### src/include/core_consts.svh
// core-wide width and size constants
// register file reset pattern

`ifndef CORE_CONSTS_SVH
`define CORE_CONSTS_SVH

// data word width
`define CORE_XLEN 32

// register index width
`define CORE_REG_IDX_W 5

// architectural registers, x0 included
`define CORE_NUM_REGS 32

// pattern in x1..x31 after reset
// easy to spot in waveforms
`define CORE_REG_RESET_VAL 32'hDEADBEEF

`endif

### src/hdl/core_pkg.sv
// shared core types
// word and register index, decoded opcode class, handshake states

`include "core_consts.svh"

package core_pkg;

    // one data word
    typedef logic [`CORE_XLEN-1:0] word_t;

    // architectural register index
    typedef logic [`CORE_REG_IDX_W-1:0] reg_idx_t;

    // decoded instruction class
    typedef enum logic [3:0] {
        op_lui,
        op_auipc,
        op_jal,
        op_jalr,
        op_branch,
        op_load,
        op_store,
        op_alu_imm,
        op_alu_reg,
        // csr, fence, ecall and anything unknown end up here
        op_illegal
    } opcode_t;

    // fetch side handshake
    typedef enum logic [1:0] {
        // ack low, ready for a request
        in_idle,
        // ack high until fetch drops req
        in_ack_wait_low,
        // ack just dropped, one quiet cycle
        in_hold
    } hs_in_state_t;

    // execute side handshake and slot occupancy
    typedef enum logic [1:0] {
        // slot free
        out_empty,
        // req high until execute acks
        out_req_high,
        // req low, slot held until ack drops
        out_wait_ack_low
    } hs_out_state_t;

endpackage : core_pkg

### src/hdl/core_s2_reg_file.sv
// integer register file
// one write port, two combinational read ports, x0 hardwired to zero

`timescale 1ns/10ps

`include "core_consts.svh"

module core_s2_reg_file (
    input  logic               clk,
    input  logic               rst_n,

    // write port
    input  core_pkg::reg_idx_t rd_idx,
    input  core_pkg::word_t    rd_wd,
    input  logic               rd_we,

    // read port 1
    input  core_pkg::reg_idx_t rs1_idx,
    output core_pkg::word_t    rs1_ff,

    // read port 2
    input  core_pkg::reg_idx_t rs2_idx,
    output core_pkg::word_t    rs2_ff
);

    import core_pkg::*;

    // x1..x31 only, x0 has no storage
    word_t reg_ff [`CORE_NUM_REGS-1:1];

    // one-hot write enables
    logic [`CORE_NUM_REGS-1:1] reg_we;

    // write enable decoder
    // index 0 matches no entry so its writes vanish
    always_comb begin
        for (int i = 1; i < `CORE_NUM_REGS; i++) begin
            reg_we[i] = rd_we && (rd_idx == reg_idx_t'(i));
        end
    end

    // storage
    always_ff @(posedge clk or negedge rst_n) begin
        if (!rst_n) begin
            // known junk pattern
            for (int i = 1; i < `CORE_NUM_REGS; i++) begin
                reg_ff[i] <= `CORE_REG_RESET_VAL;
            end
        end else begin
            for (int i = 1; i < `CORE_NUM_REGS; i++) begin
                if (reg_we[i]) begin
                    reg_ff[i] <= rd_wd;
                end
            end
        end
    end

    // read muxes
    // a write on this edge shows up only after the edge
    assign rs1_ff = (rs1_idx == '0) ? '0 : reg_ff[rs1_idx];
    assign rs2_ff = (rs2_idx == '0) ? '0 : reg_ff[rs2_idx];

    // an unknown enable would corrupt any entry silently
    a_we_known : assert property (
        @(posedge clk) disable iff (!rst_n)
        !$isunknown(rd_we)
    ) else $error("register file write enable is unknown");

endmodule : core_s2_reg_file

### src/hdl/core_s2_decoder.sv
// combinational rv32i decoder
// major opcode classification, register fields, immediate generation

`timescale 1ns/10ps

`include "core_consts.svh"

module core_s2_decoder (
    input  core_pkg::word_t    instr,
    output core_pkg::opcode_t  opcode,
    output core_pkg::reg_idx_t rd_idx,
    output core_pkg::reg_idx_t rs1_idx,
    output core_pkg::reg_idx_t rs2_idx,
    output core_pkg::word_t    imm,
    output logic [2:0]         funct3,
    output logic               funct7_b5
);

    import core_pkg::*;

    // candidate immediates, one per format
    word_t imm_i;
    word_t imm_s;
    word_t imm_b;
    word_t imm_u;
    word_t imm_j;

    // sign bit of every format
    logic  sign;

    // fixed field positions
    assign rd_idx    = instr[11:7];
    assign rs1_idx   = instr[19:15];
    assign rs2_idx   = instr[24:20];
    assign funct3    = instr[14:12];
    // sub/sra select
    assign funct7_b5 = instr[30];

    assign sign = instr[31];

    // i format: jalr, loads, alu immediates
    assign imm_i = {{(`CORE_XLEN-12){sign}}, instr[31:20]};

    // s format: split across rd field
    assign imm_s = {{(`CORE_XLEN-12){sign}}, instr[31:25], instr[11:7]};

    // b format: scrambled, bit 0 implied zero
    assign imm_b = {
        {(`CORE_XLEN-13){sign}},
        instr[31],
        instr[7],
        instr[30:25],
        instr[11:8],
        1'b0
    };

    // u format: upper 20 bits
    assign imm_u = {instr[31:12], 12'b0};

    // j format: scrambled, bit 0 implied zero
    assign imm_j = {
        {(`CORE_XLEN-21){sign}},
        instr[31],
        instr[19:12],
        instr[20],
        instr[30:21],
        1'b0
    };

    // major opcode classification
    always_comb begin
        opcode = op_illegal;
        // compressed encodings not supported
        if (instr[1:0] == 2'b11) begin
            case (instr[6:2])
                5'b01101: opcode = op_lui;
                5'b00101: opcode = op_auipc;
                5'b11011: opcode = op_jal;
                5'b11001: opcode = op_jalr;
                5'b11000: opcode = op_branch;
                5'b00000: opcode = op_load;
                5'b01000: opcode = op_store;
                5'b00100: opcode = op_alu_imm;
                5'b01100: opcode = op_alu_reg;
                // system, misc-mem and the rest
                default:  opcode = op_illegal;
            endcase
        end
    end

    // immediate select by class
    always_comb begin
        case (opcode)
            op_lui,
            op_auipc:   imm = imm_u;
            op_jal:     imm = imm_j;
            op_jalr,
            op_load,
            op_alu_imm: imm = imm_i;
            op_branch:  imm = imm_b;
            op_store:   imm = imm_s;
            // register ops and illegal carry no immediate
            default:    imm = '0;
        endcase
    end

endmodule : core_s2_decoder

### src/hdl/core_s2_ctrl.sv
// decode stage control
// fetch and execute four-phase handshake FSMs, output slot register

`timescale 1ns/10ps

`include "core_consts.svh"

module core_s2_ctrl (
    input  logic               clk,
    input  logic               rst_n,

    // fetch side
    input  logic               in_req,
    output logic               in_ack,

    // decoder fields
    input  core_pkg::opcode_t  dec_opcode,
    input  core_pkg::reg_idx_t dec_rd_idx,
    input  core_pkg::word_t    dec_imm,
    input  logic [2:0]         dec_funct3,
    input  logic               dec_funct7_b5,

    // register file read data
    input  core_pkg::word_t    rs1_val,
    input  core_pkg::word_t    rs2_val,

    // execute side
    output logic               out_req,
    input  logic               out_ack,
    output core_pkg::opcode_t  out_opcode,
    output core_pkg::reg_idx_t out_rd_idx,
    output core_pkg::word_t    out_rs1_val,
    output core_pkg::word_t    out_rs2_val,
    output core_pkg::word_t    out_imm,
    output logic [2:0]         out_funct3,
    output logic               out_funct7_b5
);

    import core_pkg::*;

    hs_in_state_t  in_state;
    hs_out_state_t out_state;

    // take the instruction only into a free slot
    logic          capture;

    assign capture = in_req && (in_state == in_idle) && (out_state == out_empty);

    // fetch side FSM
    always_ff @(posedge clk or negedge rst_n) begin
        if (!rst_n) begin
            in_state <= in_idle;
        end else begin
            case (in_state)
                in_idle: begin
                    if (capture) begin
                        in_state <= in_ack_wait_low;
                    end
                end
                in_ack_wait_low: begin
                    // fetch released the request
                    if (!in_req) begin
                        in_state <= in_hold;
                    end
                end
                in_hold: begin
                    in_state <= in_idle;
                end
                default: begin
                    in_state <= in_idle;
                end
            endcase
        end
    end

    // execute side FSM
    always_ff @(posedge clk or negedge rst_n) begin
        if (!rst_n) begin
            out_state <= out_empty;
        end else begin
            case (out_state)
                out_empty: begin
                    if (capture) begin
                        out_state <= out_req_high;
                    end
                end
                out_req_high: begin
                    if (out_ack) begin
                        out_state <= out_wait_ack_low;
                    end
                end
                out_wait_ack_low: begin
                    // slot frees once execute drops ack
                    if (!out_ack) begin
                        out_state <= out_empty;
                    end
                end
                default: begin
                    out_state <= out_empty;
                end
            endcase
        end
    end

    // handshake lines straight from state
    assign in_ack  = (in_state == in_ack_wait_low);
    assign out_req = (out_state == out_req_high);

    // output slot
    // register values sampled before any same-edge writeback
    always_ff @(posedge clk) begin
        if (capture) begin
            out_opcode    <= dec_opcode;
            out_rd_idx    <= dec_rd_idx;
            out_rs1_val   <= rs1_val;
            out_rs2_val   <= rs2_val;
            out_imm       <= dec_imm;
            out_funct3    <= dec_funct3;
            out_funct7_b5 <= dec_funct7_b5;
        end
    end

    // execute must have acked before req may drop
    a_req_fall_after_ack : assert property (
        @(posedge clk) disable iff (!rst_n)
        $fell(out_req) |-> $past(out_ack)
    ) else $error("out_req dropped without out_ack");

    // payload frozen while offered
    a_out_stable : assert property (
        @(posedge clk) disable iff (!rst_n)
        out_req |=> $stable({out_opcode, out_rd_idx, out_rs1_val, out_rs2_val,
                             out_imm, out_funct3, out_funct7_b5})
    ) else $error("output slot changed while out_req was high");

endmodule : core_s2_ctrl

### src/hdl/core_s2.sv
// decode stage top
// decoder, register file and handshake control

`timescale 1ns/10ps

`include "core_consts.svh"

module core_s2 (
    input  logic               clk,
    input  logic               rst_n,

    // fetch side
    input  logic               in_req,
    input  core_pkg::word_t    in_instr,
    output logic               in_ack,

    // execute side
    output logic               out_req,
    output core_pkg::opcode_t  out_opcode,
    output core_pkg::reg_idx_t out_rd_idx,
    output core_pkg::word_t    out_rs1_val,
    output core_pkg::word_t    out_rs2_val,
    output core_pkg::word_t    out_imm,
    output logic [2:0]         out_funct3,
    output logic               out_funct7_b5,
    input  logic               out_ack,

    // writeback
    input  logic               wb_we,
    input  core_pkg::reg_idx_t wb_idx,
    input  core_pkg::word_t    wb_data
);

    import core_pkg::*;

    // decoder outputs
    opcode_t    dec_opcode;
    reg_idx_t   dec_rd_idx;
    reg_idx_t   dec_rs1_idx;
    reg_idx_t   dec_rs2_idx;
    word_t      dec_imm;
    logic [2:0] dec_funct3;
    logic       dec_funct7_b5;

    // source operands
    word_t      rs1_val;
    word_t      rs2_val;

    core_s2_decoder decoder_i (
        .instr     (in_instr),
        .opcode    (dec_opcode),
        .rd_idx    (dec_rd_idx),
        .rs1_idx   (dec_rs1_idx),
        .rs2_idx   (dec_rs2_idx),
        .imm       (dec_imm),
        .funct3    (dec_funct3),
        .funct7_b5 (dec_funct7_b5)
    );

    // writeback goes straight in
    core_s2_reg_file reg_file_i (
        .clk     (clk),
        .rst_n   (rst_n),
        .rd_idx  (wb_idx),
        .rd_wd   (wb_data),
        .rd_we   (wb_we),
        .rs1_idx (dec_rs1_idx),
        .rs1_ff  (rs1_val),
        .rs2_idx (dec_rs2_idx),
        .rs2_ff  (rs2_val)
    );

    core_s2_ctrl ctrl_i (
        .clk           (clk),
        .rst_n         (rst_n),
        .in_req        (in_req),
        .in_ack        (in_ack),
        .dec_opcode    (dec_opcode),
        .dec_rd_idx    (dec_rd_idx),
        .dec_imm       (dec_imm),
        .dec_funct3    (dec_funct3),
        .dec_funct7_b5 (dec_funct7_b5),
        .rs1_val       (rs1_val),
        .rs2_val       (rs2_val),
        .out_req       (out_req),
        .out_ack       (out_ack),
        .out_opcode    (out_opcode),
        .out_rd_idx    (out_rd_idx),
        .out_rs1_val   (out_rs1_val),
        .out_rs2_val   (out_rs2_val),
        .out_imm       (out_imm),
        .out_funct3    (out_funct3),
        .out_funct7_b5 (out_funct7_b5)
    );

endmodule : core_s2

### config.mk
export PLATFORM = sky130hd
export DESIGN_NAME = core_s2
export DESIGN_NICKNAME = d
export VERILOG_FILES = /design/src/hdl/core_pkg.sv /design/src/hdl/core_s2_reg_file.sv /design/src/hdl/core_s2_decoder.sv /design/src/hdl/core_s2_ctrl.sv /design/src/hdl/core_s2.sv
export VERILOG_INCLUDE_DIRS = /design/src /design/src/include
export SDC_FILE = /design/constraint.sdc
export NUM_CORES = 2
export LEC_CHECK = 0
export BUFFER_PORTS_ARGS = -buffer_cell sky130_fd_sc_hd__buf_2
export CORE_AREA = 3 3 433 221
export DETAILED_ROUTE_END_ITERATION = 8
export DIE_AREA = 0 0 436 224
export HOLD_SLACK_MARGIN = 0.12
export PLACE_DENSITY_LB_ADDON = 0.05
export SLEW_MARGIN = 20
export SYNTH_ARGS = -nofsm -noshare
export SYNTH_HDL_FRONTEND = slang
export SYNTH_SLANG_ARGS = --single-unit
### constraint.sdc
create_clock -name clk -period 5.09 [get_ports clk]
set_clock_uncertainty 0.2 [all_clocks]
set_input_delay 0.509 -clock clk [delete_from_list [all_inputs] [get_ports clk]]
set_output_delay 0.509 -clock clk [all_outputs]
set_load 0.03 [all_outputs]
After elaboration in Yosys (flattened, before gate mapping)
Memories as Yosys holds them, arrays and structs flattened.
Cells that the tools add are included.

operators by class
  reduce and logical (&&, ||, !) cells = 42
  divide/modulo/power cells = 0
  $lt $le $gt $ge = 2
  multipliers = 0
  shifts and indexed selects = 0
  add/sub/neg operators = 0
  mux-type cells = 12
  bitwise operators = 0
  equality and inequality tests = 47

operators by type and width
  operator                                                    count
  binary-select mux 32 bit (select 5 bit)                     2
  case mux 32 bit (5 select lines)                            1
  equality test 5 bit, second input constant                  16
  two-way mux 32 bit                                          2
  equality test 5 x 4 -> 1 bit, second input constant         8
  logical AND 1 bit                                           33
  equality test 5 x 3 -> 1 bit, second input constant         4
  equality test 4 x 3 -> 1 bit, second input constant         4
  less-than comparator 5 x 6 -> 1 bit, second input constant  2
  equality test 5 x 2 -> 1 bit, second input constant         2
  zero test 5 bit                                             2
  equality test 4 x 2 -> 1 bit, second input constant         2
  two-way mux 2 bit                                           4
  != test 2 x 1 -> 1 bit, second input constant               3
  case mux 2 bit (3 select lines)                             1
  equality test 5 x 1 -> 1 bit, second input constant         1
  equality test 2 x 1 -> 1 bit, second input constant         2
  equality test 2 bit, second input constant                  2
  equality test 4 x 1 -> 1 bit, second input constant         1
  zero test 2 bit                                             2
  zero test 4 bit                                             1
  two-way mux 4 bit                                           1
  != test 2 bit, second input constant                        2
  case mux 2 bit (2 select lines)                             1
  4 further kinds                                             4

storage, ports and cells
  bits in read-only memories = 128
  input port bits = 74
  memories kept = 1
  RAM bits = 0
  latch bits = 0
  output and inout port bits = 111
  register bits after elaboration = 1105

memory list
  name             depth  bits a word  read ports  clocked after Yosys merged registers in  wr ports  line                   RTL
  (no name shown)  32     4            1           0                                        0         core_s2_decoder.sv:75  case (instr[6:2])

Depth between registers and ports, before layout
  depth after elaboration = 5
  mapped depth = 9
  depth with buffers taken out = 7

Modules after synthesis
From an unflattened synthesis, not the netlist that was laid out.

unflattened totals
  cells, all modules = 3815
  area, all modules = 58917.8 sq um

modules (own cells, without submodules)
  module            cells an instance  times used  area an instance (sq um)
  core_s2_reg_file  3552               1           54507.3
  core_s2_ctrl      125                1           3455.8
  core_s2_decoder   138                1           954.7

Worst setup path before layout
OpenSTA, ideal clock, no wires.

  path type = flip-flop to flip-flop
  from = register ctrl_i.in_state[0]
  to = register ctrl_i.out_funct3[0], enable pin
  slack = 1.162 ns
  arrival = 3.247 ns
  data required time = 4.409 ns
  stages on the path, launching flop included = 3
  setup time = 0.481 ns
  cells stage by stage = dfrtp_1 -> nor4_1 -> and2_1

between the ends
  word-level cells in the longest chain between the ends = 3

RTL lines
  item                             line                 RTL
  start: declaration               core_s2_ctrl.sv:41   hs_in_state_t in_state;
  start signal: assignment         core_s2_ctrl.sv:52   in_state <= in_idle;
  start signal: assignment         core_s2_ctrl.sv:57   in_state <= in_ack_wait_low;
  start signal: assignment         core_s2_ctrl.sv:63   in_state <= in_hold;
  zero test 2 bit                  core_s2_ctrl.sv:47   assign capture = in_req && (in_state == in_idle) && (out_state == out_empty);
  logical AND 1 bit (2 in series)  core_s2_ctrl.sv:47
  via ctrl_i.capture               core_s2_ctrl.sv:45   logic capture;
  end signal: assignment           core_s2_ctrl.sv:118  out_funct3 <= dec_funct3;
  end: declaration                 core_s2_ctrl.sv:35   output logic [2:0] out_funct3,

The timed path passes the listed nets, and every way through them passes these cells.
A chain may end at the register's enable or synchronous reset.

Worst setup path after layout
  from = input in_instr[24]
  to = register ctrl_i.out_rs2_val[9] (data pin)

between the ends
  word-level cells in the longest chain between the ends = 2

RTL lines
  item                                      line                    RTL
  start: declaration                        core_s2.sv:14           input core_pkg::word_t in_instr,
  binary-select mux 32 bit (select 5 bit)   core_s2_reg_file.sv:61  assign rs2_ff = (rs2_idx == '0) ? '0 : reg_ff[rs2_idx];
  two-way mux 32 bit (not written as such)  core_s2_reg_file.sv:61
  end signal: assignment                    core_s2_ctrl.sv:116     out_rs2_val <= rs2_val;
  end: declaration                          core_s2_ctrl.sv:33      output core_pkg::word_t out_rs2_val,

Several ways; a longest one is shown, not always the timed one. The select of a mux whose other input is x is not followed.

==> impl_results.md <==
- CP endpoint kind: register
- Drt pass-1 iters: 5
- Via/cell ratio: 7.24
- Drt wl/cell: 34.5 µm
- Net Count, Synth: 3,754
- Seq cells post-synth: 1,105
- Drt drc: 0
- Final Hold Viols: 0
- Tmin final: 2900 ps
- Fin crit share: 0.571
- CP required: 5350 ps
- Highest cell delay on the worst timing path: 830 ps
- VDD IR max: 0.000757 V
- Sequential cell area fraction in the yosys report: 0.504
- Post-Syn Area: 0.0578 mm²
- Simple-Gate Fraction of Synth Area: 0.0144
- Pwr Total: 26,700 µW
- Crit Reg-Reg Startpoint: ctrl_i.in_state[0]
- Worst Max-Slew Pin Slew: 1230 ps
- XOR/XNOR share of the synthesized area: 0.000151
- Post-synth top flop: dfstp_2
- P per Cell Area: 419 mW/mm²
- Die Y-Extent: 224 µm
- Setup_tns: 0 ps
- Area delta synth->final: 10.3%
- Worst Setup SP: in_instr[24]
- Fraction of registers with async set/reset: 0.901
- Core area: 0.0923 mm²
- Cells after Synth: 3,677
- Compound-Gate Fraction of Synth Area: 0.0363
- PnR worst setup slack: 2190 ps
- Vias: 36,492
- GRT overflow: 0
- Final Setup Violations: 0
- Placed Area: 0.0601 mm²
- RSZ-0062 raised after global routing: false
- Antenna violations before repair: 5
- Ratio of cells with drive above 1 in the final layout: 0.738
- Startpoint types: input pin
- Place WS: 1580 ps
- Ports: 185
- Clk sinks: 1,105
- Largest family of logic cells by synthesized area: multiplexers
- Post-synthesis mux area share: 0.416
- Synth unique cells: 50
- GPL Wtd Cong: 0.842
- Post-cts sizing count: 0
- Final Cell Area: 0.0638 mm²
- First-pass GRT wire length: 259,000 µm
- Crit path DAT: 3160 ps
- Worst slew margin: 0.178
- Hpwl dp: 97,800 µm
- Num CTS Buffers: 99
- Avg Inst Size Synth: 15.7 µm²
- RR Endpoint: ctrl_i.out_rs2_val[14]
- Slew Limit Fails: 0
- Most common cell after layout, fill and taps aside: mux2_2
- Clock Root Buffer: clkbuf_16
- Vias in the first global route: 38,606
- Flop-to-flop setup slack: 2800 ps
- Setup Crit Path Kind: input pin to register
- Clock transition at path regs: 70 ps
- Setup crit end: ctrl_i.out_rs2_val[9]
- Pleak: 0.0252 µW
- Worst-path cell chain: dlygate4sd3_1 -> buf_2 -> nand2b_2 -> buf_4 -> o22ai_1 -> a221o_1
- Clk Latency, worst-skew pair: 710 ps
- Reg2reg path depth: 3
- Slowest cell on crit path: nand2b_2
- Initial DRC count: 3,872
- Fin util: 0.691
- Post-Synth Adder-Cell Area: 0.000649
- Rows: 79
- Total Nets Final: 3,773
- All-layer global routing usage: 0.359
- EDFF count, synth: 109
- Most frequent cells in the layout: mux2_2, dfstp_2, mux4_2
- Status: finished, final reports clean
- H-tree levels: 3
- Drt total wl: 174,000 µm
- Synth Warn #: 0
- CP max FO: 17
- I/O Buffers: 184
- Initial core utilization: 0.626
- Die area: 0.0977 mm²
- Antenna Nets Post-Route: 0
- Max cap viols: 0
- Fmax: 344 MHz
- Die W: 436 µm
- Worst min-delay path class: input pin to register
- CTS tree: done
- CTS max path bufs: 3
- Largest net degree at the start of global routing: 142
synthesized netlist by cell type, types with 10 or more instances:
library cell | n | area [µm²]
mux2_2 | 1106 | 12500
dfstp_2 | 744 | 19500
mux4_2 | 448 | 10100
dfrtp_1 | 252 | 6310
clkbuf_1 | 207 | 777
mux2i_1 | 132 | 1320
edfxtp_1 | 109 | 3270
buf_2 | 100 | 500
nand2_1 | 92 | 345
buf_1 | 67 | 251
a221o_1 | 64 | 641
a22oi_1 | 64 | 480
o21ai_0 | 64 | 320
o22ai_1 | 64 | 400
nor2_1 | 24 | 90.1
a21oi_1 | 20 | 100
mux2_1 | 15 | 169
nand2b_1 | 11 | 68.8
inv_1 | 10 | 37.5
nor2b_1 | 10 | 62.6
timing repair:
action	4_1_cts	5_1_grt
endpoints found under the hold margin	103	0
setup buffers	0	0
hold buffers	22	0
worst min path at each step:
stage,slack (ps),cells after the start,from,endpoint
floorplan,10,0,rst_n,ctrl_i.in_state[0]
global placement,290,1,reg_file_i.reg_ff[401],reg_file_i.reg_ff[401]
detailed placement,300,1,reg_file_i.reg_ff[401],reg_file_i.reg_ff[401]
CTS,150,2,wb_data[0],reg_file_i.reg_ff[64]
global route,180,2,wb_data[12],reg_file_i.reg_ff[588]
finish,190,2,wb_data[26],reg_file_i.reg_ff[506]
worst max-delay path, delay by kind of cell:
| kind | cells | cell delay, ps |
|---|---|---|
| compound gates | 2 | 530 |
| simple gates | 1 | 830 |
| buf+inv | 3 | 1230 |
cell type report:
class,instances,area (µm²)
sequential,1105,29100
fill,6077,28500
multi-input combinational,2176,27300
clock buffer,149,3010
timing repair buffer,304,2340
tap,1255,1570
clock inverter,37,424
inverter,10,37.5
antenna,2,5.00
cells by family after synthesis:
| kind of cell | Yosys count |
|---|---|
| mux | 1701 |
| flops | 1105 |
| buf+inv | 396 |
| compound gates | 295 |
| simple gates | 176 |
| fa+ha+maj | 3 |
| xor+xnor | 1 |
metal layers:
metal,wire length (µm),share of wire,vias up,global-route usage
li1,-,-,14325,-
met1,70600,0.41,19759,0.501
met2,78300,0.45,1918,0.541
met3,16600,0.096,486,0.0918
met4,8110,0.047,4,0.153
met5,28,0.00016,-,0
stage by stage:
step                cells  hold slack [ps]
finish               5038              193
global route         5038              185
CTS                  5036              151
detailed placement   4828              305
global placement     4825              286
floorplan            3677             13.4
sequential cells by signal (all words and copies together) (netlist names):
signal and flops:
ctrl_i.out_rd_idx 5, ctrl_i.out_state 2, ctrl_i.out_funct7_b5 1, ctrl_i.out_imm 32
ctrl_i.in_state 2, ctrl_i.out_opcode 4, ctrl_i.out_rs1_val 32, ctrl_i.out_funct3 3
reg_file_i.reg_ff 992, ctrl_i.out_rs2_val 32
where the power goes:
| group | switching (µW) | leakage, µW | total [µW] | internal (µW) |
|---|---|---|---|---|
| clock | 3480 | 0.00171 | 8030 | 4550 |
| sequential | 1320 | 0.0120 | 13000 | 11600 |
| combinational | 2580 | 0.0115 | 5710 | 3130 |
| total | 7390 | 0.0252 | 26700 | 19300 |
Note: power is estimated with default switching activity, not from simulation.
